File: src/mem_defines.svh
// Widths and memory map shared by the whole subsystem
// Word size is fixed at 32 bits and addresses above the SRAM size alias
`ifndef MEM_DEFINES_SVH
`define MEM_DEFINES_SVH

// Bus widths
`define MEM_ADDR_W 32
`define MEM_DATA_W 32
`define MEM_BE_W   4

// SRAM geometry
`define MEM_WORDS  1024
// Word index taken from byte address bits 11:2
`define MEM_IDX_W  10
`define MEM_OFS_W  2

// End-of-test mailbox, byte address inside the internal SRAM
// A write with bit 0 set here ends the test
`define MEM_TOHOST_ADDR 32'h0000_0FF0

`endif

File: src/mem_bus_if.sv
// Single-beat request/response bus, valid/ready on each channel
// No bursts or IDs; every request gets exactly one response
`timescale 1ns/1ns
`include "mem_defines.svh"

interface mem_bus_if;

  // Request channel
  logic                   req_valid;
  logic                   req_ready;
  logic                   req_we;
  logic [`MEM_ADDR_W-1:0] req_addr;
  logic [`MEM_BE_W-1:0]   req_be;
  logic [`MEM_DATA_W-1:0] req_wdata;

  // Response channel, write responses carry zero data
  logic                   rsp_valid;
  logic                   rsp_ready;
  logic [`MEM_DATA_W-1:0] rsp_rdata;

  modport mgr (
    output req_valid, req_we, req_addr, req_be, req_wdata, rsp_ready,
    input  req_ready, rsp_valid, rsp_rdata
  );

  modport sub (
    input  req_valid, req_we, req_addr, req_be, req_wdata, rsp_ready,
    output req_ready, rsp_valid, rsp_rdata
  );

endinterface

File: src/bus2sram.sv
// Bus to SRAM strobe bridge, one request at a time
// Assumes a one-cycle registered SRAM read; write responses return zero
`timescale 1ns/1ns
`include "mem_defines.svh"

module bus2sram (
  input  logic                   clk_i,
  input  logic                   rst_i,
  mem_bus_if.sub                 bus,
  output logic                   sram_req_o,
  output logic                   sram_we_o,
  output logic [`MEM_IDX_W-1:0]  sram_addr_o,
  output logic [`MEM_BE_W-1:0]   sram_be_o,
  output logic [`MEM_DATA_W-1:0] sram_wdata_o,
  input  logic [`MEM_DATA_W-1:0] sram_rdata_i
);

  logic                   pending_q;
  logic                   is_read_q;
  logic                   first_q;
  logic [`MEM_DATA_W-1:0] rdata_q;
  logic                   accept;
  logic                   rsp_done;

  // ------------------------------------------------------------------------
  // Request to strobe
  // ------------------------------------------------------------------------

  // Blocked while a response waits to be taken
  assign bus.req_ready = ~pending_q;
  assign accept        = bus.req_valid & bus.req_ready;

  // Strobe goes out in the acceptance cycle
  assign sram_req_o   = accept;
  assign sram_we_o    = bus.req_we;
  assign sram_addr_o  = bus.req_addr[`MEM_OFS_W +: `MEM_IDX_W];
  assign sram_be_o    = bus.req_be;
  assign sram_wdata_o = bus.req_wdata;

  // ------------------------------------------------------------------------
  // Response
  // ------------------------------------------------------------------------

  assign bus.rsp_valid = pending_q;
  assign rsp_done      = bus.rsp_valid & bus.rsp_ready;

  // SRAM output is fresh only in the first response cycle,
  // after that the captured copy is used
  always_comb begin
    if (!is_read_q) begin
      bus.rsp_rdata = '0;
    end else if (first_q) begin
      bus.rsp_rdata = sram_rdata_i;
    end else begin
      bus.rsp_rdata = rdata_q;
    end
  end

  always_ff @(posedge clk_i) begin
    if (rst_i) begin
      pending_q <= 1'b0;
      is_read_q <= 1'b0;
      first_q   <= 1'b0;
    end else begin
      first_q <= accept;
      if (accept) begin
        pending_q <= 1'b1;
        is_read_q <= ~bus.req_we;
      end else if (rsp_done) begin
        pending_q <= 1'b0;
      end
    end
  end

  // Read data capture
  always_ff @(posedge clk_i) begin
    if (first_q) begin
      rdata_q <= sram_rdata_i;
    end
  end

endmodule

File: src/flat_wrapper.sv
// flat-port wrapper written by rule: the top's interface ports become plain ports
module bus2sram_flat 
  (clk_i, rst_i, sram_req_o, sram_we_o, sram_addr_o, sram_be_o, sram_wdata_o, sram_rdata_i, bus_req_valid, bus_req_we, bus_req_addr, bus_req_be, bus_req_wdata, bus_rsp_ready, bus_req_ready, bus_rsp_valid, bus_rsp_rdata);
  mem_bus_if bus_i ();
  input  logic clk_i;
  input  logic rst_i;
  output logic sram_req_o;
  output logic sram_we_o;
  output logic [`MEM_IDX_W-1:0] sram_addr_o;
  output logic [`MEM_BE_W-1:0] sram_be_o;
  output logic [`MEM_DATA_W-1:0] sram_wdata_o;
  input  logic [`MEM_DATA_W-1:0] sram_rdata_i;
  input wire logic [$bits(bus_i.req_valid)-1:0] bus_req_valid;
  input wire logic [$bits(bus_i.req_we)-1:0] bus_req_we;
  input wire logic [$bits(bus_i.req_addr)-1:0] bus_req_addr;
  input wire logic [$bits(bus_i.req_be)-1:0] bus_req_be;
  input wire logic [$bits(bus_i.req_wdata)-1:0] bus_req_wdata;
  input wire logic [$bits(bus_i.rsp_ready)-1:0] bus_rsp_ready;
  output wire logic [$bits(bus_i.req_ready)-1:0] bus_req_ready;
  output wire logic [$bits(bus_i.rsp_valid)-1:0] bus_rsp_valid;
  output wire logic [$bits(bus_i.rsp_rdata)-1:0] bus_rsp_rdata;
  assign bus_i.req_valid = bus_req_valid;
  assign bus_i.req_we = bus_req_we;
  assign bus_i.req_addr = bus_req_addr;
  assign bus_i.req_be = bus_req_be;
  assign bus_i.req_wdata = bus_req_wdata;
  assign bus_i.rsp_ready = bus_rsp_ready;
  assign bus_req_ready = bus_i.req_ready;
  assign bus_rsp_valid = bus_i.rsp_valid;
  assign bus_rsp_rdata = bus_i.rsp_rdata;
  bus2sram u_core (.clk_i(clk_i), .rst_i(rst_i), .bus(bus_i), .sram_req_o(sram_req_o), .sram_we_o(sram_we_o), .sram_addr_o(sram_addr_o), .sram_be_o(sram_be_o), .sram_wdata_o(sram_wdata_o), .sram_rdata_i(sram_rdata_i));
endmodule
File: config.mk
export PLATFORM = sky130hd
export DESIGN_NAME = bus2sram_flat
export DESIGN_NICKNAME = d
export VERILOG_FILES = /design/src/mem_bus_if.sv /design/src/bus2sram.sv /design/src/flat_wrapper.sv
export VERILOG_INCLUDE_DIRS = /design/src /design/src/src
export SDC_FILE = /design/constraint.sdc
export NUM_CORES = 1
export LEC_CHECK = 0
export ABC_AREA = 1
export BUFFER_PORTS_ARGS = -buffer_cell sky130_fd_sc_hd__buf_2
export CAP_MARGIN = 10
export CORE_AREA = 2 2 73 75
export CTS_BUF_LIST = sky130_fd_sc_hd__clkbuf_8
export DETAILED_ROUTE_END_ITERATION = 10
export DIE_AREA = 0 0 75 77
export PLACE_DENSITY = 0.82
export SLEW_MARGIN = 20
export SYNTH_ARGS = -nofsm -noshare
export SYNTH_HDL_FRONTEND = slang
export SYNTH_SLANG_ARGS = --single-unit
File: constraint.sdc
create_clock -name clk_i -period 1.7 [get_ports clk_i]
set_clock_uncertainty 0.05 [all_clocks]
set_input_delay 0.34 -clock clk_i [delete_from_list [all_inputs] [get_ports clk_i]]
set_output_delay 0.34 -clock clk_i [all_outputs]
set_load 0.01 [all_outputs]
==> flow_metrics.py, run 1 <==
metrics = {
    "finish": {
        "fin_cells": 335,
        "nets": 369,
        "antenna_cells": 0,
        "drive_gt1_share_pct": 49.4,
        "nFillCells": 507,
        "syn_to_final_growth_pct": 22.1,
    },
    "yosys": {
        "ys_top_cells_by_area": "dfxtp_1, buf_4, nand2_1, a21oi_1, nand2_2",
        "ys_warn_count": 0,
        "syn-instance-count": 234,
        "yosysSeqAreaShare_pct": 39.6,
        "synth.distinct_cells": 14,
        "synth_fp_nets": 339,
        "synth_top_cell_by_area": "dfxtp_1",
        "ys_ff_latch": 35,
        "postSynthAreaPerCell_um2": 7.56,
        "syn_area_um2": 1770,
        "yosysTopAreaCellShare_pct": 39.6,
    },
    "run": {
        "max_cap_viol_count": 0,
    },
    "global_routing": {
        "grt.overflow.total": 0,
        "first_global_vias": 1241,
        "grt_max_degree": 33,
        "grt_usage_pct": 11.3,
        "grt_pass1_wl_um": 5060,
        "antenna_found_initial": 0,
    },
    "worst_setup_path": {
        "crit_arrival_ns": 1.30,
        "reg2reg_from": "u_core.first_q$_SDFF_PP0_",
        "worstPathMaxFanout": 8,
        "reg2reg_to": "u_core.rdata_q[22]$_DFF_P_",
        "cp-endpoint": "bus_rsp_rdata[22]",
        "startpoint": "u_core.first_q$_SDFF_PP0_",
        "reg2reg_depth": 4,
        "rrSetupSlack_ns": 0.68,
        "cp-end-kind": "primary output",
        "path_class": "reg -> out",
        "startpoint_type": "flop",
        "required_ns": 1.31,
    },
    "clocking": {
        "cts_num_sinks": 35,
        "cts_setup_buffers": 0,
        "root_buffer": "clkbuf_8",
        "path_clk_slew_ns": 0.08,
        "clk_latency_ns": 0.28,
        "cts_max_level": 2,
        "cts.path.max_buffers": 2,
        "cts_tree": "yes",
        "numCtsBuffers": 5,
    },
    "routing": {
        "drtPass1Iterations": 4,
        "final_antenna_net_count": 0,
        "drt-initial-drc-count": 44,
        "drc": 0,
        "drt-total-wl_um": 3990,
        "routedWlPerCell_um": 11.9,
        "vias_per_cell": 4.44,
        "vias": 1487,
    },
    "place": {
        "place_congestion": 0.719,
        "dp.final_hpwl_um": 2550,
        "dp.cells": 323,
        "port_buffers": 72,
    },
    "die": {
        "die_w_um": 75,
        "initial_core_util_pct": 35.5,
        "dieArea_um2": 5780,
        "coreArea_um2": 4980,
        "io-pin-count": 187,
        "die_y_um": 77,
        "fp-row-count": 26,
    },
    "timing": {
        "rsz0062_at_grt": "true",
        "report.final.slew_viol_count": 0,
        "finalSetupViolCount": 0,
        "clock.fmax_mhz": 591,
        "worst_pin_slew_ns": 0.251,
        "min_period_ns": 1.69,
        "finalCritPeriodShare_pct": 99.6,
        "relSlewSlack_pct": 83.3,
        "hold_viol_final": 0,
    },
    "outcome": {
        "status": "finished, final reports clean",
    },
    "hold_path": {
        "min_path_type": "in -> reg",
        "hp-start": "rst_i",
    },
    "power_and_ir_drop": {
        "power_density_nw_per_um2": 965,
        "power.leakage_nw": 1.11,
        "peakVddDrop_mv": 0.419,
        "p_total_mw": 2.08,
    },
}
metrics by stage:
stage,area [µm²],setup slack [ns],setup TNS (ns),hold WS (ns),util (%)
4_1_cts,1900,0.00519,0,0.181,38.3
5_1_grt,2160,-0.0533,-0.690,0.171,43.4
3_5_place_dp,1810,0.259,0,0.381,36.3
6_report,2160,0.00731,0,0.181,43.4
3_3_place_gp,1810,0.275,0,0.375,36.3
2_1_floorplan,1770,0.443,0,0.359,-
synthesized netlist by cell type, drive strengths merged:
library cell  instances
nand2                99
buf                  55
dfxtp                35
a21oi                34
inv                   6
clkbuf                2
nor2                  2
nand3                 1
cell families after synthesis:
kind of cell / share of synthesized area (%)
AOI/OAI and AO/OA: 9.83
buffers and inverters: 27.3
DFF: 39.6
and+or+nand+nor: 23.3
report_power, final:
part,total (mW),internal (mW),switching [mW]
logic,0.469,0.204,0.264
registers,1.02,0.958,0.0620
clock network,0.594,0.285,0.309
how the worst min path moves through the flow:
stage,end,cells after the start
after floorplan,u_core.bus.rsp_valid$_SDFFE_PP0P_,1
after CTS,u_core.bus.rsp_valid$_SDFFE_PP0P_,2
after detailed placement,u_core.rdata_q[3]$_DFF_P_,2
after global routing,u_core.bus.rsp_valid$_SDFFE_PP0P_,2
final,u_core.first_q$_SDFF_PP0_,2
after global placement,u_core.rdata_q[19]$_DFF_P_,2
registers in the layout, summed over array words and instances (netlist names):
register,count
u_core.is_read_q,1
u_core.bus.rsp_valid,1
u_core.rdata_q,32
u_core.first_q,1
cell type report:
class	instances	area, µm²	area share [%]
Clock inverter	3	20.0	0.927
Tap cell	70	87.6	4.06
Sequential cell	35	704	32.6
Multi-Input combinational cell	136	713	33.0
Timing Repair inverter	2	50.0	2.32
Inverter	6	48.8	2.26
Clock buffer	5	68.8	3.19
Timing Repair Buffer	78	467	21.6
critical path: stages (launching register included):
cell	delay, ns
dfxtp_4	0.39
clkbuf_16	0.20
clkinv_16	0.09
nand2_2	0.06
a21oi_2	0.13
buf_2	0.14
layer usage:
| layer | wire length, µm | track usage, % |
|---|---|---|
| met3 | 308 | 4.86 |
| met4 | 141 | 7.32 |
| met2 | 1980 | 19.4 |
| met1 | 1560 | 10.6 |
| met5 | 0 | 0 |
timing repair:
item                                    CTS  global route
cloned                                    0             4
pin swaps                                 0             4
endpoints found under the setup margin   32            32
resized for setup                         2            48
endpoints found under the hold margin     0             0
hold buffers                              0             0
layout by cell type (no fill, tap or decap), drive strengths merged:
master and instances:
a21oi 34, buf 76, clkbuf 7, clkinv 3, clkinvlp 2, dfxtp 35
inv 6, nand2 99, nand3 1, nor2 2
No activity file was read; power rests on OpenSTA's default activity.
==> inputs of run 2 (changes only) <==
Settings changed: CAP_MARGIN 10 to 0, CORE_AREA 2 2 73 75 to not set, CORE_MARGIN set to 3, CORE_UTILIZATION set to 39, DIE_AREA 0 0 75 77 to not set, PLACE_DENSITY 0.82 to 0.89.
Clock period 1.7 ns to 2.2 ns, I/O delays scaled along.
==> flow_metrics.py, run 2 (synthesis results as in run 1) <==
metrics = {
    "outcome": {
        "status": "finished, final reports clean",
    },
    "global_routing": {
        "grt_pass1_wl_um": 5240,
        "antenna_found_initial": 0,
        "grt.overflow.total": 0,
        "grt_max_degree": 33,
        "grt_usage_pct": 12.6,
        "first_global_vias": 1264,
    },
    "place": {
        "port_buffers": 72,
        "dp.final_hpwl_um": 2400,
        "place_congestion": 0.686,
        "post_dp_cell_area_um2": 1750,
    },
    "power_and_ir_drop": {
        "comb_power_share_pct": 19.0,
        "intPower_mw": 1.10,
        "p_switching_mw": 0.407,
        "pwr-share-seq_pct": 51.5,
        "peakVddDrop_mv": 0.352,
        "power.leakage_nw": 1.04,
        "power_density_nw_per_um2": 815,
        "pwr-share-clk_pct": 29.5,
        "p_total_mw": 1.51,
        "netSwitchingFraction_pct": 26.9,
    },
    "timing": {
        "min_period_ns": 2.02,
        "hold_viol_final": 0,
        "worst_pin_slew_ns": 0.358,
        "finalCritPeriodShare_pct": 91.9,
        "report.final.slew_viol_count": 0,
        "rsz0062_at_grt": "false",
        "relSlewSlack_pct": 76.1,
        "fin_tns_setup_ns": 0,
        "finalSetupViolCount": 0,
        "clock.fmax_mhz": 495,
    },
    "die": {
        "dieArea_um2": 5380,
        "coreArea_um2": 4170,
        "die_w_um": 73.4,
        "initial_core_util_pct": 42.4,
        "die_y_um": 73.4,
        "io-pin-count": 187,
        "fp-row-count": 23,
    },
    "routing": {
        "drt-total-wl_um": 3430,
        "routedWlPerCell_um": 11.1,
        "vias": 1418,
        "drt-initial-drc-count": 37,
        "drtPass1Iterations": 4,
        "vias_per_cell": 4.59,
        "drc": 0,
        "final_antenna_net_count": 0,
    },
    "finish": {
        "largest_register_ff_count": 32,
        "final_common_cell": "nand2_1",
        "syn_to_final_growth_pct": 4.74,
        "nets": 364,
        "top_register": "u_core.rdata_q",
        "final_cell_area_um2": 1850,
        "nFillCells": 421,
        "drive_gt1_share_pct": 37.1,
        "final_cell_mix": "nand2_1, buf_2, dfxtp_1",
        "antenna_cells": 0,
    },
    "worst_setup_path": {
        "startpoint": "u_core.is_read_q$_SDFFE_PP0P_",
        "crit_arrival_ns": 1.53,
        "reg2reg_from": "u_core.first_q$_SDFF_PP0_",
        "required_ns": 1.71,
        "path_class": "reg -> out",
        "cp-end-kind": "primary output",
        "worstPathMaxFanout": 16,
        "startpoint_type": "flop",
    },
    "clocking": {
        "cts_tree": "yes",
        "cts_max_level": 2,
        "root_buffer": "clkbuf_8",
        "cts.path.max_buffers": 2,
        "cts_num_sinks": 35,
        "clk_latency_ns": 0.27,
        "path_clk_slew_ns": 0.06,
        "numCtsBuffers": 5,
        "cts_setup_buffers": 0,
    },
    "hold_path": {
        "hp-start": "rst_i",
        "min_path_type": "in -> reg",
    },
    "run": {
        "max_cap_viol_count": 0,
    },
}
run 2: cell types whose count changed in the layout (fill, tap and decap cells not counted), moves of 3 or more:
cell / previous run / this run
a21oi_2: 15 / 1
nand2_4: 3 / 0
a21oi_1: 18 / 33
nand2_2: 21 / 11
nand2_1: 74 / 88
run 2: what timing repair did:
item / 4_1_cts / 5_1_grt
endpoints found under the setup margin: 0 / 31
hold buffers: 0 / 0
resized for setup: 0 / 2
run 2: final timing paths:
kind                                       endpoint  cells after the start  slack (ns)
hold reg to reg          u_core.rdata_q[31]$_DFF_P_                      2        0.39
setup / recovery                  bus_rsp_rdata[20]                      3        0.18
setup reg to reg         u_core.rdata_q[15]$_DFF_P_                      3        1.20
hold / removal    u_core.bus.rsp_valid$_SDFFE_PP0P_                      2        0.30
run 2: critical path, stage by stage, from the launching register on:
cell and delay [ns]:
dfxtp_1 0.47, clkinvlp_4 0.40, a21oi_1 0.23, buf_2 0.16
run 2: routing by layer:
layer | GRT usage, % | up-vias | wire length, µm
met5 | 0 | - | 0
met4 | 7.85 | 0 | 87
met3 | 5.88 | 18 | 320
met2 | 20.4 | 61 | 1620
met1 | 13.1 | 609 | 1410
li1 | - | 730 | -
run 2: power by group through the flow:
stage                     Combinational (mW)  Clock [mW]  Sequential (mW)
after floorplan                        0.290           0            0.782
after global placement                 0.277           0            0.785
after detailed placement               0.287           0            0.789
after CTS                              0.288       0.470            0.775
after global routing                   0.333       0.497            0.787
final                                  0.287       0.445            0.777
run 2: stage by stage:
stage | util (%) | hold slack, ns | setup slack (ns) | std cells
after floorplan | - | 0.365 | 0.843 | 234
after global placement | 42.0 | 0.374 | 0.442 | 301
after detailed placement | 42.0 | 0.382 | 0.435 | 301
after CTS | 44.1 | 0.281 | 0.122 | 308
after global routing | 44.4 | 0.276 | 0.0484 | 309
final | 44.4 | 0.299 | 0.179 | 309
run 2: final cells by class:
cell class,count,area [µm²],area share (%)
Tap cell,50,62.6,3.38
Timing Repair Buffer,74,375,20.3
Multi-Input combinational cell,136,586,31.6
Clock inverter,1,5.00,0.270
Sequential cell,35,701,37.8
Clock buffer,6,82.6,4.46
Timing Repair inverter,1,7.51,0.405
Inverter,6,33.8,1.82
