==> src/mem_defines.svh <==
// Widths and memory map shared by the whole subsystem
// Word size is fixed at 32 bits and addresses above the SRAM size alias
`ifndef MEM_DEFINES_SVH
`define MEM_DEFINES_SVH

// Bus widths
`define MEM_ADDR_W 32
`define MEM_DATA_W 32
`define MEM_BE_W   4

// SRAM geometry
`define MEM_WORDS  1024
// Word index taken from byte address bits 11:2
`define MEM_IDX_W  10
`define MEM_OFS_W  2

// End-of-test mailbox, byte address inside the internal SRAM
// A write with bit 0 set here ends the test
`define MEM_TOHOST_ADDR 32'h0000_0FF0

`endif

==> src/mem_pkg.sv <==
// Types shared by the subsystem and its checkers
// Exit word layout is code in bits 31:1 and done in bit 0
`include "mem_defines.svh"

package mem_pkg;

  // ------------------------------------------------------------------------
  // Tohost exit word
  // ------------------------------------------------------------------------

  // Field view of a tohost write
  typedef struct packed {
    logic [`MEM_DATA_W-2:0] code;
    logic                   done;
  } exit_fields_t;

  // Same data word, seen raw by the SRAM and decoded by the exit logic
  typedef union packed {
    logic [`MEM_DATA_W-1:0] raw;
    exit_fields_t           fields;
  } exit_word_u;

  // ------------------------------------------------------------------------
  // Response ownership
  // ------------------------------------------------------------------------

  // Which target owes the outstanding response
  typedef enum logic {
    ROUTE_INT = 1'b0,
    ROUTE_EXT = 1'b1
  } route_e;

endpackage

==> src/exit_monitor.sv <==
// Watches SRAM writes to the tohost word and reports end of test
// First write with done set wins; the flag holds until reset
`timescale 1ns/1ns
`include "mem_defines.svh"

module exit_monitor (
  input  logic                   clk_i,
  input  logic                   rst_i,
  input  logic                   sram_req_i,
  input  logic                   sram_we_i,
  input  logic [`MEM_IDX_W-1:0]  sram_addr_i,
  input  logic [`MEM_DATA_W-1:0] sram_wdata_i,
  output logic                   exit_valid_o,
  output logic [`MEM_DATA_W-2:0] exit_code_o
);
  import mem_pkg::*;

  localparam logic [`MEM_ADDR_W-1:0] TOHOST_ADDR = `MEM_TOHOST_ADDR;
  localparam logic [`MEM_IDX_W-1:0]  TOHOST_IDX  = TOHOST_ADDR[`MEM_OFS_W +: `MEM_IDX_W];

  exit_word_u wdata_u;
  logic       hit;

  assign wdata_u.raw = sram_wdata_i;

  // Any byte-enable pattern counts, only done matters
  assign hit = sram_req_i & sram_we_i & (sram_addr_i == TOHOST_IDX) & wdata_u.fields.done;

  always_ff @(posedge clk_i) begin
    if (rst_i) begin
      exit_valid_o <= 1'b0;
    end else if (hit) begin
      exit_valid_o <= 1'b1;
    end
  end

  // Code frozen after the first exit
  always_ff @(posedge clk_i) begin
    if (hit && !exit_valid_o) begin
      exit_code_o <= wdata_u.fields.code;
    end
  end

endmodule

==> config.mk <==
export PLATFORM = sky130hd
export DESIGN_NAME = exit_monitor
export DESIGN_NICKNAME = d
export VERILOG_FILES = /design/src/mem_pkg.sv /design/src/exit_monitor.sv
export VERILOG_INCLUDE_DIRS = /design/src /design/src/src
export SDC_FILE = /design/constraint.sdc
export NUM_CORES = 1
export LEC_CHECK = 0
export BUFFER_PORTS_ARGS = -buffer_cell sky130_fd_sc_hd__buf_2
export CORE_UTILIZATION = 38
export CTS_CLUSTER_SIZE = 20
export DETAILED_ROUTE_END_ITERATION = 16
export PLACE_DENSITY = 0.81
export SYNTH_ARGS = -nofsm -noshare
export SYNTH_HDL_FRONTEND = slang
export SYNTH_SLANG_ARGS = --single-unit
export TNS_END_PERCENT = 30
==> constraint.sdc <==
create_clock -name clk_i -period 6.55 [get_ports clk_i]
set_clock_uncertainty 0.1 [all_clocks]
set_input_delay 1.31 -clock clk_i [delete_from_list [all_inputs] [get_ports clk_i]]
set_output_delay 1.31 -clock clk_i [all_outputs]
set_load 0.1 [all_outputs]
==> results of run 1 <==
-- routing by layer --
layer	vias up	wire length (um)	track usage (%)
met1	300	651	11.2
met5	-	0	0
met3	4	316	8.47
met4	0	38	12.7
met2	60	845	19.0
li1	329	-	-
-- sequential cells by signal, indices dropped and copies added (netlist names) --
register      count
exit_code_o      31
exit_valid_o      1
-- logic make-up after synthesis --
family          after synthesis  share of synthesized area [%]
compound gates                1                           1.61
flops                        32                           94.2
simple gates                  7                           4.21
-- critical path: stages --
cell	delay (ps)
buf_2	90
or4_4	540
nor4_2	140
buf_4	380
-- path summary, 6_finish.rpt --
check                   endpoint  slack (ps)  cells past startpoint
setup / recovery  exit_code_o[5]        3960                      4
hold / removal      exit_valid_o         420                      2
setup reg to reg  exit_code_o[5]        5140                      2
hold reg to reg     exit_valid_o         420                      2
-- placed cells by master (no fill, tap or decap), types with 2 or more instances in the layout --
| cell | n |
|---|---|
| edfxtp_1 | 31 |
| clkbuf_4 | 5 |
| nand2_1 | 2 |
| clkinv_1 | 2 |
| buf_2 | 77 |
-- where the power goes --
group	switching, uW	internal [uW]	total (uW)
combinational	4.60	9.67	14.3
sequential	0.00864	224	224
clock	55.6	37.4	93.0
-- area by class of cell --
type                            count  area (um2)  share of cell area, %
Clock buffer                        5        37.5                   2.52
Multi-Input combinational cell      8        65.1                   4.36
Clock inverter                      2        7.51                  0.503
Sequential cell                    32         951                   63.8
Timing Repair Buffer               78         393                   26.3
Tap cell                           30        37.5                   2.52
-- per-stage QoR --
stage / setup slack [ps] / power [uW] / area [um2]
2_1_floorplan: 1120 / 230 / 1010
3_3_place_gp: 3640 / 242 / 1450
3_5_place_dp: 3610 / 243 / 1450
4_1_cts: 3950 / 336 / 1490
6_report: 3960 / 331 / 1490
5_1_grt: 3900 / 345 / 1490
-- cell usage after synthesis --
library cell and count:
nor4_1 1, nand3_1 1, nand2_1 2, nand2b_1 1, dfxtp_1 1, nand4_1 1
o41ai_2 1, or4_4 1, edfxtp_1 31
==> impl_metrics.env, run 1 <==
export IMPL_crit_type="input pin to register"
export IMPL_final_util_pct=59.7
export IMPL_hold_violations=0
export IMPL_cp_arrival_ps=2470
export IMPL_r2r_start="exit_valid_o"
export IMPL_dr_pass1_iters=2
export IMPL_post_cts_buffers=0
export IMPL_fin_nets=171
export IMPL_hpwl_mm=1.45
export IMPL_hold_buffers=0
export IMPL_drv_slew=0
export IMPL_ys_seq_elements=32
export IMPL_cp_end_kind="register"
export IMPL_wire_per_inst_um=11.9
export IMPL_antenna_found_initial=0
export IMPL_grt_pass1_wl_mm=2.30
export IMPL_diodes=0
export IMPL_cap_violations=0
export IMPL_syn_nets=86
export IMPL_clock_path_buffers=2
export IMPL_initial_core_util_pct=40.4
export IMPL_grt_use_total_pct=12.7
export IMPL_setup_viol=0
export IMPL_rsz0062_at_grt="false"
export IMPL_vias=693
export IMPL_clock_sinks=32
export IMPL_die_width_um=53.5
export IMPL_io_buffers=77
export IMPL_core_region_area_mm2=0.00250
export IMPL_overflow=0
export IMPL_yosysTopAreaCell="edfxtp_1"
export IMPL_vias_per_cell=4.47
export IMPL_status="finished clean"
export IMPL_drt_iter0_drc=4
export IMPL_wirelength_mm=1.85
export IMPL_hp_class="register to register"
export IMPL_drive_gt1_share_pct=68.8
export IMPL_slew_headroom_pct=67.0
export IMPL_post_route_min_period_ps=2590
export IMPL_rows=18
export IMPL_cp_start_kind="input pin"
export IMPL_power_density_mw_per_mm2=222
export IMPL_synthTopCellsByArea="edfxtp_1, dfxtp_1, o41ai_2"
export IMPL_cts_made_buffers=5
export IMPL_die_area_mm2=0.00287
export IMPL_whs_ps=421
export IMPL_layout_cells_non_filler=155
export IMPL_dp_cells=148
export IMPL_grt_pass1_vias=569
export IMPL_synthCells=40
export IMPL_netlist_area_leader_share_pct=92.2
export IMPL_cp_required_ps=6420
export IMPL_leakage_uw=0.000640
export IMPL_postCtsResizedCells=0
export IMPL_cts_root_buf="clkbuf_4"
export IMPL_synth_cell_types=9
export IMPL_period_share_pct=39.6
export IMPL_drc=0
export IMPL_max_freq_mhz=386
export IMPL_yosys_warnings=0
export IMPL_irDropWorstVdd_uv=167
export IMPL_critPathLaunch="sram_addr_i[1]"
export IMPL_nFillCells=196
export IMPL_grt_max_degree=32
export IMPL_netlist_area_mm2=0.00101
export IMPL_cts_tree="done"
export IMPL_ys_seq_area_share_pct=94.2
export IMPL_io_pins=78
export IMPL_hold_start="exit_valid_o"
export IMPL_clock_latency_ps=300
export IMPL_ant_nets=0
export IMPL_setup_tns_ps=0
export IMPL_syn_area_per_cell_um2=25.2
export IMPL_worstMarginPinSlew_ps=499
export IMPL_path_clk_slew_ps=80
export IMPL_finalWeightedCongestion=0.728
export IMPL_area_growth_syn_to_layout_pct=47.7
export IMPL_critical_path_peak_fanout=31
export IMPL_cts_max_level=2
export IMPL_die_y_um=53.5
No activity file was read; power rests on OpenSTA's default activity.
==> run 2, diff against run 1 <==
==> constraint.sdc (replaced) <==
create_clock -name clk_i -period 2.44 [get_ports clk_i]
set_clock_uncertainty 0.1 [all_clocks]
set_input_delay 0.488 -clock clk_i [delete_from_list [all_inputs] [get_ports clk_i]]
set_output_delay 0.488 -clock clk_i [all_outputs]
set_load 0.1 [all_outputs]
==> impl_metrics.env, run 2 (synthesized netlist as in run 1, its figures left out) <==
export IMPL_post_route_min_period_ps=1760
export IMPL_place_area_mm2=0.00147
export IMPL_critPathBufInv=1
export IMPL_cp_required_ps=1850
export IMPL_finalWeightedCongestion=0.647
export IMPL_ant_nets=0
export IMPL_max_freq_mhz=567
export IMPL_leakage_uw=0.000649
export IMPL_rsz0062_at_grt="false"
export IMPL_clock_path_buffers=2
export IMPL_final_common_cell="buf_2"
export IMPL_worst_path_max_delay_cell="buf_2"
export IMPL_irDropWorstVdd_uv=444
export IMPL_finalPower_uw=911
export IMPL_cts_tree="done"
export IMPL_critical_path_peak_fanout=3
export IMPL_power_density_mw_per_mm2=600
export IMPL_cp_start_kind="register"
export IMPL_finalInstanceArea_mm2=0.00152
export IMPL_cp_end_kind="primary output"
export IMPL_largest_register="exit_code_o"
export IMPL_drv_slew=0
export IMPL_grt_use_total_pct=15.5
export IMPL_post_cts_buffers=0
export IMPL_reg_largest_list="exit_code_o: 31 flops, exit_valid_o: 1 flops"
export IMPL_path_clk_slew_ps=100
export IMPL_grt_max_degree=32
export IMPL_clock_sinks=32
export IMPL_die_y_um=53.5
export IMPL_grt_pass1_vias=644
export IMPL_vias_per_cell=4.47
export IMPL_area_growth_syn_to_layout_pct=50.4
export IMPL_cp_arrival_ps=1180
export IMPL_antenna_found_initial=0
export IMPL_initial_core_util_pct=40.4
export IMPL_critPathTopFamily="buffers and inverters"
export IMPL_largest_reg_flops=31
export IMPL_vias=698
export IMPL_postCtsResizedCells=0
export IMPL_worstMarginPinSlew_ps=492
export IMPL_overflow=0
export IMPL_drive_gt1_share_pct=69.8
export IMPL_cts_made_buffers=5
export IMPL_core_region_area_mm2=0.00250
export IMPL_drt_iter0_drc=3
export IMPL_hold_violations=0
export IMPL_wire_per_inst_um=13.1
export IMPL_hold_buffers=0
export IMPL_cts_root_buf="clkbuf_4"
export IMPL_slew_headroom_pct=67.4
export IMPL_die_width_um=53.5
export IMPL_hp_class="input pin to register"
export IMPL_clock_latency_ps=310
export IMPL_layout_common_cells="buf_2, edfxtp_1, clkbuf_4, nand2_1, clkinv_2"
export IMPL_nFillCells=192
export IMPL_period_share_pct=72.3
export IMPL_path_cells="buf_2"
export IMPL_cap_violations=0
export IMPL_io_buffers=77
export IMPL_setup_viol=0
export IMPL_io_pins=78
export IMPL_drc=0
export IMPL_die_area_mm2=0.00287
export IMPL_rows=18
export IMPL_diodes=0
export IMPL_crit_type="register to primary output"
export IMPL_r2r_setup_slack_ps=1110
export IMPL_max_stage_delay_ps=450
export IMPL_dr_pass1_iters=4
export IMPL_wirelength_mm=2.05
export IMPL_cts_max_level=2
export IMPL_fin_nets=171
export IMPL_grt_pass1_wl_mm=2.78
export IMPL_status="finished clean"
[run 2: power breakdown]
part	total (uW)	internal, uW	switching [uW]
clock network	270	105	164
logic	40.3	26.2	14.2
registers	601	601	0.0248
total	911	733	179
[run 2: layer usage]
metal,up-vias,routed length [um],global-route usage (%)
met5,-,0,0
met4,0,34,9.21
met3,4,307,9.60
met2,66,942,24.8
met1,294,763,15.1
li1,334,-,-
[run 2: area by class of cell]
| cell class | instances | area, um2 | area share (%) |
|---|---|---|---|
| Tap cell | 30 | 37.5 | 2.47 |
| Clock buffer | 5 | 37.5 | 2.47 |
| Timing Repair Buffer | 78 | 405 | 26.7 |
| Clock inverter | 3 | 13.8 | 0.906 |
| Sequential cell | 32 | 951 | 62.6 |
| Multi-Input combinational cell | 8 | 73.8 | 4.86 |
[run 2: worst paths after layout]
path | endpoint | cells past startpoint | startpoint
worst min register to register | exit_valid_o | 2 | exit_valid_o
worst max-delay path | exit_valid_o | 1 | exit_valid_o
worst min-delay path | exit_code_o[13] | 1 | sram_wdata_i[14]
worst max register to register | exit_code_o[11] | 2 | exit_valid_o
[run 2: metrics by stage]
| step | TNS [ps] | setup slack (ps) | util (%) | hold slack, ps | std cells |
|---|---|---|---|---|---|
| after global routing | 0 | 617 | 60.8 | 203 | 156 |
| final | 0 | 677 | 60.8 | 236 | 156 |
| after floorplan | -4200 | -135 | - | 487 | 40 |
| after CTS | 0 | 658 | 60.8 | 222 | 156 |
| after detailed placement | 0 | 436 | 58.7 | 435 | 148 |
| after global placement | 0 | 464 | 58.7 | 427 | 148 |
==> run 3, diff against run 2 <==
--- a/config.mk
+++ b/config.mk
@@ -7,10 +7,10 @@
 export NUM_CORES = 1
 export LEC_CHECK = 0
 export BUFFER_PORTS_ARGS = -buffer_cell sky130_fd_sc_hd__buf_2
-export CORE_UTILIZATION = 38
+export CORE_UTILIZATION = 34
 export CTS_CLUSTER_SIZE = 20
 export DETAILED_ROUTE_END_ITERATION = 16
-export PLACE_DENSITY = 0.81
+export PLACE_DENSITY = 0.77
 export SYNTH_ARGS = -nofsm -noshare
 export SYNTH_HDL_FRONTEND = slang
 export SYNTH_SLANG_ARGS = --single-unit
==> constraint.sdc (replaced) <==
create_clock -name clk_i -period 1.5 [get_ports clk_i]
set_clock_uncertainty 0.1 [all_clocks]
set_input_delay 0.3 -clock clk_i [delete_from_list [all_inputs] [get_ports clk_i]]
set_output_delay 0.3 -clock clk_i [all_outputs]
set_load 0.1 [all_outputs]
==> impl_metrics.env, run 3 (synthesized netlist as in run 1, its figures left out) <==
export IMPL_area_growth_syn_to_layout_pct=63.1
export IMPL_dr_pass1_iters=3
export IMPL_min_path_cells=1
export IMPL_power_density_mw_per_mm2=958
export IMPL_rows=19
export IMPL_io_pins=78
export IMPL_crit_type="input pin to register"
export IMPL_setup_tns_ps=0
export IMPL_clkPwrFrac_pct=33.9
export IMPL_path_clk_slew_ps=90
export IMPL_grt_max_degree=15
export IMPL_place_area_mm2=0.00151
export IMPL_antenna_found_initial=0
export IMPL_cp_required_ps=1430
export IMPL_die_width_um=56.5
export IMPL_drv_slew=0
export IMPL_initial_core_util_pct=36.3
export IMPL_cap_violations=0
export IMPL_cp_end_kind="register"
export IMPL_cts_root_buf="clkbuf_4"
export IMPL_ant_nets=0
export IMPL_hold_buffers=0
export IMPL_grt_pass1_wl_mm=3.02
export IMPL_clock_latency_ps=310
export IMPL_vias_per_cell=4.60
export IMPL_p_sw_uw=281
export IMPL_drt_iter0_drc=8
export IMPL_overflow=0
export IMPL_cts_max_level=2
export IMPL_status="finished clean"
export IMPL_hold_violations=0
export IMPL_whs_ps=52.4
export IMPL_leakage_uw=0.000699
export IMPL_clock_path_buffers=2
export IMPL_largest_reg_flops=31
export IMPL_diodes=0
export IMPL_final_common_cell="buf_2"
export IMPL_io_buffers=77
export IMPL_reg_largest_list="exit_code_o: 31 flops, exit_valid_o: 1 flops"
export IMPL_die_y_um=56.5
export IMPL_finalPower_uw=1580
export IMPL_vias=745
export IMPL_hp_class="input pin to register"
export IMPL_intPower_uw=1300
export IMPL_grt_pass1_vias=725
export IMPL_register_area_um2=952
export IMPL_r2r_setup_slack_ps=180
export IMPL_die_area_mm2=0.00319
export IMPL_seqPwrFrac_pct=62.0
export IMPL_finalWeightedCongestion=0.726
export IMPL_rsz0062_at_grt="false"
export IMPL_worstMarginPinSlew_ps=489
export IMPL_irDropWorstVdd_uv=779
export IMPL_cts_tree="done"
export IMPL_period_share_pct=98.4
export IMPL_layout_common_cells="buf_2, edfxtp_1, clkbuf_4, buf_4"
export IMPL_cts_made_buffers=5
export IMPL_clock_sinks=32
export IMPL_worst_path_max_delay_cell="or4_4"
export IMPL_combPwrFrac_pct=4.1
export IMPL_hpwl_mm=1.53
export IMPL_path_cells="buf_2, or4_4, nor4_4, buf_4, buf_12"
export IMPL_largest_register="exit_code_o"
export IMPL_grt_use_total_pct=13.5
export IMPL_p_sw_share_pct=17.8
export IMPL_cp_start_kind="input pin"
export IMPL_slew_headroom_pct=67.7
export IMPL_finalInstanceArea_mm2=0.00165
export IMPL_fin_nets=176
export IMPL_max_freq_mhz=678
export IMPL_critical_path_peak_fanout=12
export IMPL_drive_gt1_share_pct=71.8
export IMPL_post_route_min_period_ps=1480
export IMPL_core_region_area_mm2=0.00278
export IMPL_drc=0
export IMPL_wirelength_mm=1.92
export IMPL_nFillCells=231
export IMPL_reg2reg_depth=3
export IMPL_multiInputGateArea_um2=73.8
export IMPL_wire_per_inst_um=11.9
export IMPL_cp_arrival_ps=1410
export IMPL_setup_viol=0
export IMPL_max_stage_delay_ps=540
run 3: path summary, 6_finish.rpt:
kind | to | start
setup / recovery | exit_code_o[14] | sram_addr_i[1]
hold / removal | exit_code_o[2] | sram_wdata_i[3]
setup reg to reg | exit_code_o[14] | exit_valid_o
hold reg to reg | exit_valid_o | exit_valid_o
run 3: metrics by stage:
| stage | util (%) | cells | worst slack [ps] |
|---|---|---|---|
| 2_1_floorplan | - | 40 | -887 |
| 3_3_place_gp | 54.2 | 154 | -309 |
| 3_5_place_dp | 54.2 | 154 | -319 |
| 4_1_cts | 57.3 | 162 | 3.67 |
| 5_1_grt | 59.2 | 162 | 0.320 |
| 6_report | 59.2 | 162 | 24.3 |
run 3: cell type report:
cell class / count / area share, %
clock buffers: 8 / 4.18
multi-input cells: 8 / 4.48
well taps: 31 / 2.36
repair buffers: 83 / 31.2
flip-flops and latches: 32 / 57.8
run 3: per-layer routing:
metal	GRT usage [%]	vias to the layer above	share of wire (%)
met2	22.2	56	48
met4	9.41	0	2.9
met1	11.6	340	35
met5	0	-	0
li1	-	343	-
met3	8.99	6	13
run 3: critical path, delay by kind of cell:
kind,cells,cell delay [ps]
simple gates,2,700
buf+inv,3,410
run 3: what timing repair did:
action,CTS,global route
gates resized for setup,7,21
pin swaps,0,0
cloned,0,0
hold endpoints to repair,0,0
endpoints found under the setup margin,7,21
setup buffers,0,0
run 3: power by group through the flow:
stage | registers, uW | logic, uW | clock network [uW]
floorplan | 1000 | 5.11 | 0
global placement | 998 | 62.6 | 0
detailed placement | 998 | 65.5 | 0
CTS | 978 | 65.4 | 563
global route | 978 | 71.7 | 597
finish | 978 | 64.6 | 535
