==> config.mk <==
export PLATFORM = sky130hd
export DESIGN_NAME = bus_switch_flat
export DESIGN_NICKNAME = d
export VERILOG_FILES = /design/src/mem_pkg.sv /design/src/mem_bus_if.sv /design/src/bus_switch.sv /design/src/flat_wrapper.sv
export VERILOG_INCLUDE_DIRS = /design/src /design/src/src
export SDC_FILE = /design/constraint.sdc
export NUM_CORES = 1
export LEC_CHECK = 0
export ABC_AREA = 0
export CAP_MARGIN = 25
export CORE_AREA = 2 2 123 125
export CTS_CLUSTER_DIAMETER = 40
export DETAILED_ROUTE_END_ITERATION = 10
export DIE_AREA = 0 0 125 127
export DONT_BUFFER_PORTS = 1
export GPL_TIMING_DRIVEN = 0
export PLACE_DENSITY = 0.3
export SYNTH_ARGS = -nofsm -noshare
export SYNTH_HDL_FRONTEND = slang
export SYNTH_SLANG_ARGS = --single-unit
==> constraint.sdc <==
create_clock -name clk_i -period 1.95 [get_ports clk_i]
set_clock_uncertainty 0.2 [all_clocks]
set_input_delay 0.4875 -clock clk_i [delete_from_list [all_inputs] [get_ports clk_i]]
set_output_delay 0.4875 -clock clk_i [all_outputs]
set_load 0.01 [all_outputs]
==> src/mem_defines.svh <==
// Widths and memory map shared by the whole subsystem
// Word size is fixed at 32 bits and addresses above the SRAM size alias
`ifndef MEM_DEFINES_SVH
`define MEM_DEFINES_SVH

// Bus widths
`define MEM_ADDR_W 32
`define MEM_DATA_W 32
`define MEM_BE_W   4

// SRAM geometry
`define MEM_WORDS  1024
// Word index taken from byte address bits 11:2
`define MEM_IDX_W  10
`define MEM_OFS_W  2

// End-of-test mailbox, byte address inside the internal SRAM
// A write with bit 0 set here ends the test
`define MEM_TOHOST_ADDR 32'h0000_0FF0

`endif

==> src/mem_pkg.sv <==
// Types shared by the subsystem and its checkers
// Exit word layout is code in bits 31:1 and done in bit 0
`include "mem_defines.svh"

package mem_pkg;

  // ------------------------------------------------------------------------
  // Tohost exit word
  // ------------------------------------------------------------------------

  // Field view of a tohost write
  typedef struct packed {
    logic [`MEM_DATA_W-2:0] code;
    logic                   done;
  } exit_fields_t;

  // Same data word, seen raw by the SRAM and decoded by the exit logic
  typedef union packed {
    logic [`MEM_DATA_W-1:0] raw;
    exit_fields_t           fields;
  } exit_word_u;

  // ------------------------------------------------------------------------
  // Response ownership
  // ------------------------------------------------------------------------

  // Which target owes the outstanding response
  typedef enum logic {
    ROUTE_INT = 1'b0,
    ROUTE_EXT = 1'b1
  } route_e;

endpackage

==> src/mem_bus_if.sv <==
// Single-beat request/response bus, valid/ready on each channel
// No bursts or IDs; every request gets exactly one response
`timescale 1ns/1ns
`include "mem_defines.svh"

interface mem_bus_if;

  // Request channel
  logic                   req_valid;
  logic                   req_ready;
  logic                   req_we;
  logic [`MEM_ADDR_W-1:0] req_addr;
  logic [`MEM_BE_W-1:0]   req_be;
  logic [`MEM_DATA_W-1:0] req_wdata;

  // Response channel, write responses carry zero data
  logic                   rsp_valid;
  logic                   rsp_ready;
  logic [`MEM_DATA_W-1:0] rsp_rdata;

  modport mgr (
    output req_valid, req_we, req_addr, req_be, req_wdata, rsp_ready,
    input  req_ready, rsp_valid, rsp_rdata
  );

  modport sub (
    input  req_valid, req_we, req_addr, req_be, req_wdata, rsp_ready,
    output req_ready, rsp_valid, rsp_rdata
  );

endinterface

==> src/bus_switch.sv <==
// Routes requests to internal SRAM or the external slave port
// One transaction in flight at a time; no new request until the response is taken
`timescale 1ns/1ns
`include "mem_defines.svh"

module bus_switch (
  input  logic                   clk_i,
  input  logic                   rst_i,
  input  logic                   switch_active_i,
  mem_bus_if.sub                 up,
  mem_bus_if.mgr                 int_bus,
  output logic                   ext_req_valid_o,
  output logic                   ext_req_we_o,
  output logic [`MEM_ADDR_W-1:0] ext_req_addr_o,
  output logic [`MEM_BE_W-1:0]   ext_req_be_o,
  output logic [`MEM_DATA_W-1:0] ext_req_wdata_o,
  input  logic                   ext_req_ready_i,
  input  logic                   ext_rsp_valid_i,
  input  logic [`MEM_DATA_W-1:0] ext_rsp_rdata_i,
  output logic                   ext_rsp_ready_o
);
  import mem_pkg::*;

  logic   busy_q;
  route_e owner_q;
  logic   lock_q;
  route_e lock_route_q;
  route_e req_route;
  logic   presented;
  logic   tgt_ready;
  logic   accept;
  logic   rsp_done;

  // ------------------------------------------------------------------------
  // Request side
  // ------------------------------------------------------------------------

  // Route is frozen once a request is shown to a target and not yet taken,
  // so a toggling select never pulls valid away from a waiting target
  assign req_route = lock_q ? lock_route_q : (switch_active_i ? ROUTE_EXT : ROUTE_INT);

  assign presented = up.req_valid & ~busy_q;
  assign tgt_ready = (req_route == ROUTE_EXT) ? ext_req_ready_i : int_bus.req_ready;

  // Idle switch shows ready until a request arrives
  assign up.req_ready = ~busy_q & (~up.req_valid | tgt_ready);
  assign accept       = up.req_valid & up.req_ready;

  assign int_bus.req_valid = presented & (req_route == ROUTE_INT);
  assign int_bus.req_we    = up.req_we;
  assign int_bus.req_addr  = up.req_addr;
  assign int_bus.req_be    = up.req_be;
  assign int_bus.req_wdata = up.req_wdata;

  assign ext_req_valid_o = presented & (req_route == ROUTE_EXT);
  assign ext_req_we_o    = up.req_we;
  assign ext_req_addr_o  = up.req_addr;
  assign ext_req_be_o    = up.req_be;
  assign ext_req_wdata_o = up.req_wdata;

  // ------------------------------------------------------------------------
  // Response side, steered by the owner register
  // ------------------------------------------------------------------------

  assign up.rsp_valid = busy_q & ((owner_q == ROUTE_EXT) ? ext_rsp_valid_i : int_bus.rsp_valid);
  assign up.rsp_rdata = (owner_q == ROUTE_EXT) ? ext_rsp_rdata_i : int_bus.rsp_rdata;

  assign int_bus.rsp_ready = busy_q & (owner_q == ROUTE_INT) & up.rsp_ready;
  assign ext_rsp_ready_o   = busy_q & (owner_q == ROUTE_EXT) & up.rsp_ready;

  assign rsp_done = up.rsp_valid & up.rsp_ready;

  always_ff @(posedge clk_i) begin
    if (rst_i) begin
      busy_q       <= 1'b0;
      owner_q      <= ROUTE_INT;
      lock_q       <= 1'b0;
      lock_route_q <= ROUTE_INT;
    end else begin
      lock_q       <= presented & ~accept;
      lock_route_q <= req_route;
      if (accept) begin
        busy_q  <= 1'b1;
        owner_q <= req_route;
      end else if (rsp_done) begin
        busy_q <= 1'b0;
      end
    end
  end

endmodule

==> src/flat_wrapper.sv <==
// flat-port wrapper written by rule: the top's interface ports become plain ports
module bus_switch_flat import mem_pkg::*;
  (clk_i, rst_i, switch_active_i, ext_req_valid_o, ext_req_we_o, ext_req_addr_o, ext_req_be_o, ext_req_wdata_o, ext_req_ready_i, ext_rsp_valid_i, ext_rsp_rdata_i, ext_rsp_ready_o, up_req_valid, up_req_we, up_req_addr, up_req_be, up_req_wdata, up_rsp_ready, up_req_ready, up_rsp_valid, up_rsp_rdata, int_bus_req_valid, int_bus_req_we, int_bus_req_addr, int_bus_req_be, int_bus_req_wdata, int_bus_rsp_ready, int_bus_req_ready, int_bus_rsp_valid, int_bus_rsp_rdata);
  mem_bus_if up_i ();
  mem_bus_if int_bus_i ();
  input  logic clk_i;
  input  logic rst_i;
  input  logic switch_active_i;
  output logic ext_req_valid_o;
  output logic ext_req_we_o;
  output logic [`MEM_ADDR_W-1:0] ext_req_addr_o;
  output logic [`MEM_BE_W-1:0] ext_req_be_o;
  output logic [`MEM_DATA_W-1:0] ext_req_wdata_o;
  input  logic ext_req_ready_i;
  input  logic ext_rsp_valid_i;
  input  logic [`MEM_DATA_W-1:0] ext_rsp_rdata_i;
  output logic ext_rsp_ready_o;
  input wire logic [$bits(up_i.req_valid)-1:0] up_req_valid;
  input wire logic [$bits(up_i.req_we)-1:0] up_req_we;
  input wire logic [$bits(up_i.req_addr)-1:0] up_req_addr;
  input wire logic [$bits(up_i.req_be)-1:0] up_req_be;
  input wire logic [$bits(up_i.req_wdata)-1:0] up_req_wdata;
  input wire logic [$bits(up_i.rsp_ready)-1:0] up_rsp_ready;
  output wire logic [$bits(up_i.req_ready)-1:0] up_req_ready;
  output wire logic [$bits(up_i.rsp_valid)-1:0] up_rsp_valid;
  output wire logic [$bits(up_i.rsp_rdata)-1:0] up_rsp_rdata;
  output wire logic [$bits(int_bus_i.req_valid)-1:0] int_bus_req_valid;
  output wire logic [$bits(int_bus_i.req_we)-1:0] int_bus_req_we;
  output wire logic [$bits(int_bus_i.req_addr)-1:0] int_bus_req_addr;
  output wire logic [$bits(int_bus_i.req_be)-1:0] int_bus_req_be;
  output wire logic [$bits(int_bus_i.req_wdata)-1:0] int_bus_req_wdata;
  output wire logic [$bits(int_bus_i.rsp_ready)-1:0] int_bus_rsp_ready;
  input wire logic [$bits(int_bus_i.req_ready)-1:0] int_bus_req_ready;
  input wire logic [$bits(int_bus_i.rsp_valid)-1:0] int_bus_rsp_valid;
  input wire logic [$bits(int_bus_i.rsp_rdata)-1:0] int_bus_rsp_rdata;
  assign up_i.req_valid = up_req_valid;
  assign up_i.req_we = up_req_we;
  assign up_i.req_addr = up_req_addr;
  assign up_i.req_be = up_req_be;
  assign up_i.req_wdata = up_req_wdata;
  assign up_i.rsp_ready = up_rsp_ready;
  assign up_req_ready = up_i.req_ready;
  assign up_rsp_valid = up_i.rsp_valid;
  assign up_rsp_rdata = up_i.rsp_rdata;
  assign int_bus_req_valid = int_bus_i.req_valid;
  assign int_bus_req_we = int_bus_i.req_we;
  assign int_bus_req_addr = int_bus_i.req_addr;
  assign int_bus_req_be = int_bus_i.req_be;
  assign int_bus_req_wdata = int_bus_i.req_wdata;
  assign int_bus_rsp_ready = int_bus_i.rsp_ready;
  assign int_bus_i.req_ready = int_bus_req_ready;
  assign int_bus_i.rsp_valid = int_bus_rsp_valid;
  assign int_bus_i.rsp_rdata = int_bus_rsp_rdata;
  bus_switch u_core (.clk_i(clk_i), .rst_i(rst_i), .switch_active_i(switch_active_i), .up(up_i), .int_bus(int_bus_i), .ext_req_valid_o(ext_req_valid_o), .ext_req_we_o(ext_req_we_o), .ext_req_addr_o(ext_req_addr_o), .ext_req_be_o(ext_req_be_o), .ext_req_wdata_o(ext_req_wdata_o), .ext_req_ready_i(ext_req_ready_i), .ext_rsp_valid_i(ext_rsp_valid_i), .ext_rsp_rdata_i(ext_rsp_rdata_i), .ext_rsp_ready_o(ext_rsp_ready_o));
endmodule
==> results of run 1 <==
## path summary, 6_finish.rpt
check                                      start                        endpoint  slack (ns)
setup / recovery        u_core.lock_q$_SDFF_PP0_                    up_req_ready        0.01
hold / removal                             rst_i        u_core.lock_q$_SDFF_PP0_        0.13
setup reg to reg        u_core.lock_q$_SDFF_PP0_      u_core.busy_q$_SDFFE_PP0P_        0.44
hold reg to reg   u_core.lock_route_q$_SDFF_PP0_  u_core.lock_route_q$_SDFF_PP0_        0.32
## power by group
part / total [mW] / switching [mW] / leakage (nW) / internal, mW
registers: 0.0952 / 0.00651 / 0.0334 / 0.0887
logic: 0.532 / 0.239 / 0.921 / 0.293
clock network: 0.318 / 0.0562 / 0.0370 / 0.262
total: 0.945 / 0.302 / 0.991 / 0.643
## synthesized netlist by cell type
master,instances
o21ai_0,2
nor2b_1,2
dfxtp_1,4
buf_4,138
nor3b_2,1
buf_2,4
o32ai_1,1
mux2i_1,3
nand2b_1,1
nor2_1,4
a21oi_1,2
or2b_2,1
mux2_2,32
inv_1,1
and3b_1,1
nand2_1,1
and3_1,1
mux2_4,1
## worst max-delay path, delay by kind of cell (launching register included)
kind,cells,cell delay (ns)
DFF,1,0.33
AOI/OAI and AO/OA,1,0.18
muxes,2,0.52
## through the flow
step / instances / TNS (ns) / util, % / power [mW]
after floorplan: 200 / 0 / - / 0.538
after global placement: 384 / -0.456 / 13.0 / 0.597
after detailed placement: 384 / -0.459 / 13.0 / 0.591
after CTS: 392 / 0 / 14.1 / 0.942
after global routing: 392 / -0.0811 / 14.4 / 0.990
final: 392 / 0 / 14.4 / 0.945
## what timing repair did
action                                  CTS  global route
hold buffers                              0             0
resized for setup                        13            11
pin swaps                                 1             0
buffers inserted                          5             0
gates cloned                              0             0
endpoints found under the setup margin   28            26
## routing by layer
layer  global-route usage (%)  up-vias
li1                         -      519
met1                     6.50      549
met2                     7.38      127
met3                     1.55        0
met4                    0.588        0
met5                        0        -
## cells by family after synthesis
kind of cell / count (synthesis) / share of synthesized area (%)
multiplexers: 36 / 24.6
buffers and inverters: 143 / 64.3
AND/OR/NAND/NOR: 12 / 4.48
AO/OA/AOI/OAI: 5 / 1.75
flip-flops: 4 / 4.86
## sequential cells by signal, summed over array words and instances (netlist names)
signal,flops
u_core.busy_q,1
u_core.lock_q,1
u_core.lock_route_q,1
u_core.owner_q,1
## final cells by class
class,count,area (um2),share of cell area (%)
Inverter,1,3.75,0.180
Multi-Input combinational cell,53,551,26.5
Timing Repair Buffer,5,37.5,1.80
Buffer,142,1100,53.0
Clock buffer,3,75.1,3.61
Sequential cell,4,81.3,3.91
Tap cell,184,230,11.1
==> results.cfg, run 1 <==
[outcome]
outcome = complete, no violations

[timing]
setup_viol = 0
slew_headroom_pct = 81.8
setup_ws_ns = 0.00954
slew_viol_final = 0
worstMarginPinSlew_ns = 0.273
rsz0062_at_grt = true
fmax_mhz = 515
period_share_pct = 99.5
hold_violations = 0
fin_crit_ns = 1.94
whs_ns = 0.126

[drt]
routedWlPerCell_um = 12.7
drtPass1Iterations = 4
drt_iter0_drc = 28
routed-wl-met2_um = 2590
wl_met3_um = 613
top_layer = met3
met1_length_um = 1770
wirelength_um = 4980
drt-vias-per-instance = 3.05
vias = 1195
drc_errors = 0
ant_nets = 0

[worst_setup_path]
crit_chain = mux2_4 > mux2i_4 > a21oi_2
critPathMaxStageDelay_ns = 0.33
crit_required_ns = 1.26
end_kind = output pin
start_kind = flip-flop
critPathSlowestCell = dfxtp_2
worst_r2r_path_depth = 4
criticalPathCategory = flip-flop to output pin
critPathArrivalTime_ns = 1.25
path_max_fanout = 2

[layout]
fillers = 1655
areaGrowthSynthToFinish_pct = 26.3
layout-drive-gt1-share_pct = 90.9
nets = 352
most-common-layout-cells = buf_4, mux2_2, mux2_4, nor2_1
final_area_um2 = 2080
antennaDiodeCount = 0
final_common_cell = buf_4

[min_path]
hp-class = input port to flip-flop
hold_depth = 1

[clocking]
clockBufferDepth = 2
htreeDepth = 1
cts_root_buffer = clkbuf_16
clk_pin_slew_ns = 0.03
cts_tree = done
numCtsBuffers = 3
clkLatencyLatePin_ns = 0.22
clock_sinks = 4

[floorplanning]
die_h_um = 127
num_io_pins = 318
core-area_um2 = 14400
initial_core_util_pct = 11.4
die_w_um = 125
num_rows = 44
die_area_um2 = 15900

[yosys]
synthDistinctLibCells = 18
avgSynthCellArea_um2 = 8.24
synth_cells = 200
mappedNetlistNets = 342
synth_area_leader_cell = buf_4
synth_warnings = 0
synth-seq-cells = 4
syn_area_um2 = 1650
synth_area_leaders = buf_4, mux2_2, dfxtp_1
synth_top_area_share_pct = 62.9
ys_seq_area_share_pct = 4.86

[power_and_ir_drop]
leakagePower_nw = 0.991
pwr_density_cell_nw_per_um2 = 454
peakVddDrop_v = 0.000162

[global_route]
grt_pass1_vias = 1004
grt_usage_pct = 4.71
grt_max_degree = 11
antenna_found_initial = 0
grt_pass1_wl_um = 5930
overflow = 0

[placement]
placed_area_um2 = 1880
dp_hpwl_um = 4500
gp_congestion = 0.881
port_buffers = 0
dp_slack_ns = -0.0532

[flow_run]
maxCapViolations = 0
Power figures use the tool's default switching activity.
==> run 2: changes to the inputs <==
CORE_AREA = 2 2 124 126   (was 2 2 123 125)
DIE_AREA = 0 0 126 128   (was 0 0 125 127)
clock period = 1.55 ns   (was 1.95 ns; I/O delays follow)
==> run 2 against run 1 <==
The run now ends with negative setup slack left. Sequential share of layout area down 0.30 points. Die area up 1.6%. Count of clock-buffer cells in the layout unchanged. Utilization up 1.7 points. Non-clock buffer count up 8. Register-to-register slack worse by 0.39 ns. Global-route usage up 0.32 points. Via count up 6.4%. Worst setup slack worse by 0.28 ns. Final cell count up 3.1%. First-iteration DRC count up 7.1%. Largest cell class unchanged.
==> results.cfg, run 2 (synthesized netlist as in run 1, its figures left out) <==
[outcome]
outcome = finished with violations
failed_checks = negative setup slack

[floorplanning]
die_h_um = 128
num_io_pins = 318
die_w_um = 126
num_rows = 45
core-area_um2 = 14900
die_area_um2 = 16100
initial_core_util_pct = 11.1

[placement]
gp_congestion = 0.719
dp_hpwl_um = 4450
port_buffers = 0
numPlacedInstances = 388

[worst_setup_path]
endpoint = up_req_ready
path_max_fanout = 2
worst_r2r_path_depth = 4
criticalPathCategory = flip-flop to output pin
r2r-end = u_core.busy_q$_SDFFE_PP0P_
critPathLaunch = u_core.lock_q$_SDFF_PP0_
critPathArrivalTime_ns = 1.23
crit_required_ns = 0.96
start_kind = flip-flop
regToRegSetupSlack_ns = 0.05
end_kind = output pin
r2r-start = u_core.lock_q$_SDFF_PP0_

[drt]
drt-vias-per-instance = 3.15
wirelength_um = 5210
drt_iter0_drc = 30
drc_errors = 0
ant_nets = 0
drtPass1Iterations = 4
routedWlPerCell_um = 12.9
vias = 1271

[power_and_ir_drop]
leakagePower_nw = 1.15
peakVddDrop_v = 0.000266
pwr_density_cell_nw_per_um2 = 550

[timing]
rsz0062_at_grt = true
fin_crit_ns = 1.82
worstMarginPinSlew_ns = 0.190
period_share_pct = 117
tns_ns = -7.95
hold_violations = 0
slew_headroom_pct = 87.0
setup_ws_ns = -0.270
fmax_mhz = 550
setup_viol = 38
slew_viol_final = 0

[flow_run]
maxCapViolations = 0

[min_path]
hp-class = input port to flip-flop

[layout]
most-common-layout-cells = buf_4, mux2_4, clkbuf_16, buf_12
nets = 360
areaGrowthSynthToFinish_pct = 45.3
final_common_cell = buf_4
layout-drive-gt1-share_pct = 95.4
antennaDiodeCount = 0
instances_no_fill = 404

[global_route]
grt_pass1_vias = 1108
grt_usage_pct = 5.04
antenna_found_initial = 0
overflow = 0
grt_max_degree = 11
grt_pass1_wl_um = 6150

[clocking]
clkLatencyLatePin_ns = 0.22
cts_root_buffer = clkbuf_16
htreeDepth = 1
clk_pin_slew_ns = 0.03
cts_hold_buf = 0
clock_sinks = 4
numCtsBuffers = 3
clockBufferDepth = 2
cts_tree = done
-- run 2: changes by cell type in the layout (fill, tap and decap cells not counted), moves of 2 or more --
cell,change
mux2_4,+26
buf_12,+2
nor2_1,-3
dfxtp_1,-2
nor2_4,+3
mux2i_4,+2
clkbuf_16,+2
mux2_2,-26
buf_4,+2
-- run 2: metrics by stage --
stage	hold WS (ns)	worst slack, ns	util [%]	cell area, um2	total power, mW
global route	0.0216	-0.311	16.1	2390	1.38
detailed placement	0.261	-0.188	12.8	1910	0.754
global placement	0.261	-0.173	12.8	1910	0.761
finish	0.0220	-0.270	16.1	2390	1.32
CTS	0.0210	-0.322	15.6	2320	1.30
floorplan	0.257	-0.0202	-	1670	0.688
-- run 2: power by group --
part           leakage (nW)  internal, mW  switching (mW)
logic                  1.08         0.462           0.335
clock network        0.0370         0.329          0.0720
registers            0.0344         0.112         0.00543
-- run 2: timing repair --
action,4_1_cts,5_1_grt
pin swaps,4,1
resized for setup,62,4
gates cloned,0,2
endpoints found under the setup margin,38,39
buffers inserted,11,0
-- run 2: layout make-up --
| class | count | area [um2] |
|---|---|---|
| Timing Repair Buffer | 13 | 160 |
| Clock buffer | 3 | 75.1 |
| Multi-Input combinational cell | 53 | 722 |
| Tap cell | 188 | 235 |
| Sequential cell | 4 | 86.3 |
| Buffer | 142 | 1110 |
| Inverter | 1 | 3.75 |
| Fill cell | 1661 | 12500 |
-- run 2: how the worst min path moves through the flow --
| stage | cells past startpoint | end | startpoint | slack (ns) |
|---|---|---|---|---|
| after global routing | 1 | u_core.lock_q$_SDFF_PP0_ | rst_i | 0.02 |
| after global placement | 1 | u_core.lock_q$_SDFF_PP0_ | rst_i | 0.26 |
| after CTS | 1 | u_core.lock_q$_SDFF_PP0_ | rst_i | 0.02 |
| after floorplan | 1 | u_core.owner_q$_SDFFE_PP0P_ | rst_i | 0.26 |
| final | 1 | u_core.lock_q$_SDFF_PP0_ | rst_i | 0.02 |
| after detailed placement | 1 | u_core.lock_q$_SDFF_PP0_ | rst_i | 0.26 |
-- run 2: routing by layer --
metal / vias to the layer above / part of all wire (%) / GRT usage, %
met1: 577 / 35 / 6.17
met2: 149 / 52 / 8.70
met5: - / 0 / 0
met4: 0 / 0.63 / 1.16
met3: 5 / 13 / 1.50
li1: 540 / - / -
-- run 2: critical path, stage by stage (launching register included) --
cell     delay (ns)
dfxtp_2        0.32
mux2_4         0.32
mux2i_4        0.20
a21oi_4        0.16
==> run 3: changes to the inputs <==
BUFFER_PORTS_ARGS = -buffer_cell sky130_fd_sc_hd__buf_2   (was unset)
CORE_AREA = 2 2 125 127   (was 2 2 124 126)
DIE_AREA = 0 0 127 129   (was 0 0 126 128)
DONT_BUFFER_PORTS = unset   (was 1)
PLACE_DENSITY = 0.48   (was 0.3)
==> run 3 against run 2 <==
The run still ends with negative setup slack left. Final area grew 60%. First-iteration DRC count shrank 33%. Final cell count grew 63%. Critical path depth grew 2. Non-clock buffer count grew 254. Die area grew 1.6%. Largest cell class unchanged. Sequential power is essentially flat.
==> results.cfg, run 3 (synthesized netlist as in run 1, its figures left out) <==
[outcome]
outcome = finished with violations
failed_checks = negative setup slack

[power_and_ir_drop]
power_mw = 1.74
leakagePower_nw = 2.23
pwr_density_cell_nw_per_um2 = 454
peakVddDrop_v = 0.000196

[min_path]
hp-start = rst_i
hp-class = input port to flip-flop

[drt]
drt_iter0_drc = 20
drt-vias-per-instance = 3.11
ant_nets = 0
drtPass1Iterations = 4
drc_errors = 0
wirelength_um = 6600
routedWlPerCell_um = 10.0
vias = 2046

[floorplanning]
initial_core_util_pct = 11.0
num_io_pins = 318
num_rows = 45
die_w_um = 127
die_area_um2 = 16400
die_h_um = 129
core-area_um2 = 15000

[layout]
areaGrowthSynthToFinish_pct = 132
regArea_um2 = 86.3
final_common_cell = buf_2
nets = 614
multi_input_area_um2 = 653
most-common-layout-cells = buf_2, buf_4, buf_6, mux2_4, buf_8
final_area_um2 = 3830
antennaDiodeCount = 0
fillers = 1656
layout-drive-gt1-share_pct = 96.8

[worst_setup_path]
cp_top_family = buffers and inverters
critPathBufInv = 4
crit_chain = buf_12 > buf_4 > buf_8 > mux2_4 > buf_6
start_kind = flip-flop
path_max_fanout = 6
end_kind = output pin
critPathSlowestCell = dfxtp_2
critPathMaxStageDelay_ns = 0.31
critPathLaunch = u_core.owner_q$_SDFFE_PP0P_
r2r-start = u_core.lock_q$_SDFF_PP0_
critPathArrivalTime_ns = 1.37
criticalPathCategory = flip-flop to output pin
crit_required_ns = 0.96

[timing]
rsz0062_at_grt = true
slew_headroom_pct = 85.1
hold_violations = 0
fmax_mhz = 510
setup_ws_ns = -0.411
slew_viol_final = 0
fin_crit_ns = 1.96
tns_ns = -13.43
period_share_pct = 126
worstMarginPinSlew_ns = 0.223
setup_viol = 38

[clocking]
cts_root_buffer = clkbuf_16
cts_tree = done
cts_hold_buf = 0
clock_sinks = 4
clkLatencyLatePin_ns = 0.23
numCtsBuffers = 3
clk_pin_slew_ns = 0.03
clockBufferDepth = 2
htreeDepth = 1

[global_route]
grt_usage_pct = 6.53
grt_pass1_wl_um = 8750
antenna_found_initial = 0
overflow = 0
met1_usage_pct = 7.47
top_usage_layer = met2
grt_pass1_vias = 1862
met2_usage_pct = 12.6
grtUsageMet3_pct = 1.25
grt_max_degree = 8

[flow_run]
maxCapViolations = 0

[placement]
placed_area_um2 = 3150
dp_slack_ns = -0.330
gp_congestion = 0.712
dp_hpwl_um = 5500
port_buffers = 248
==> run 3: cell count changes in the layout (fill, tap and decap cells not counted), moves of 2 or more <==
cell,change
buf_4,+3
buf_16,+2
buf_2,+216
nor2_4,-3
mux2i_4,-2
nor2_1,+2
buf_6,+34
buf_8,+2
clkbuf_16,-2
mux2i_2,+2
==> run 3: report_power, final <==
part	internal, mW	total [mW]	switching (mW)
clock	0.330	0.408	0.0777
combinational	0.779	1.21	0.433
sequential	0.112	0.117	0.00502
total	1.22	1.74	0.516
==> run 3: worst paths after layout <==
check	endpoint	slack, ns	depth (start not counted)
setup / recovery	up_rsp_rdata[19]	-0.41	5
hold / removal	u_core.lock_q$_SDFF_PP0_	0.19	2
setup reg to reg	u_core.owner_q$_SDFFE_PP0P_	0.05	6
hold reg to reg	u_core.lock_q$_SDFF_PP0_	0.43	3
==> run 3: metal layers <==
metal,wire length [um],up-vias
li1,-,1044
met1,2390,867
met2,3610,129
met3,555,6
met4,46,0
met5,0,-
==> run 3: worst reg2reg max path: stages (launching register included) <==
cell,delay (ns)
dfxtp_2,0.33
mux2_4,0.33
buf_6,0.12
buf_4,0.12
buf_4,0.12
o21ai_0,0.07
a21oi_1,0.08
==> run 3: what timing repair did <==
action,in CTS,in global routing
cloned,2,0
setup endpoints to repair,38,38
resized for setup,81,6
pin swaps,3,0
buffers inserted,16,1
==> run 3: final cells by class <==
class | instances | area share [%]
sequential | 4 | 2.26
inverter | 1 | 0.0981
multi-input combinational | 53 | 17.1
timing repair buffer | 267 | 43.7
tap | 188 | 6.15
clock buffer | 3 | 1.96
buffer | 142 | 28.8
==> run 3: through the flow <==
| step | instances | util [%] | hold WS (ns) |
|---|---|---|---|
| 6_report | 658 | 25.5 | 0.191 |
| 3_5_place_dp | 636 | 21.0 | 0.328 |
| 3_3_place_gp | 636 | 21.0 | 0.323 |
| 4_1_cts | 657 | 25.3 | 0.186 |
| 5_1_grt | 658 | 25.5 | 0.210 |
| 2_1_floorplan | 200 | - | 0.257 |
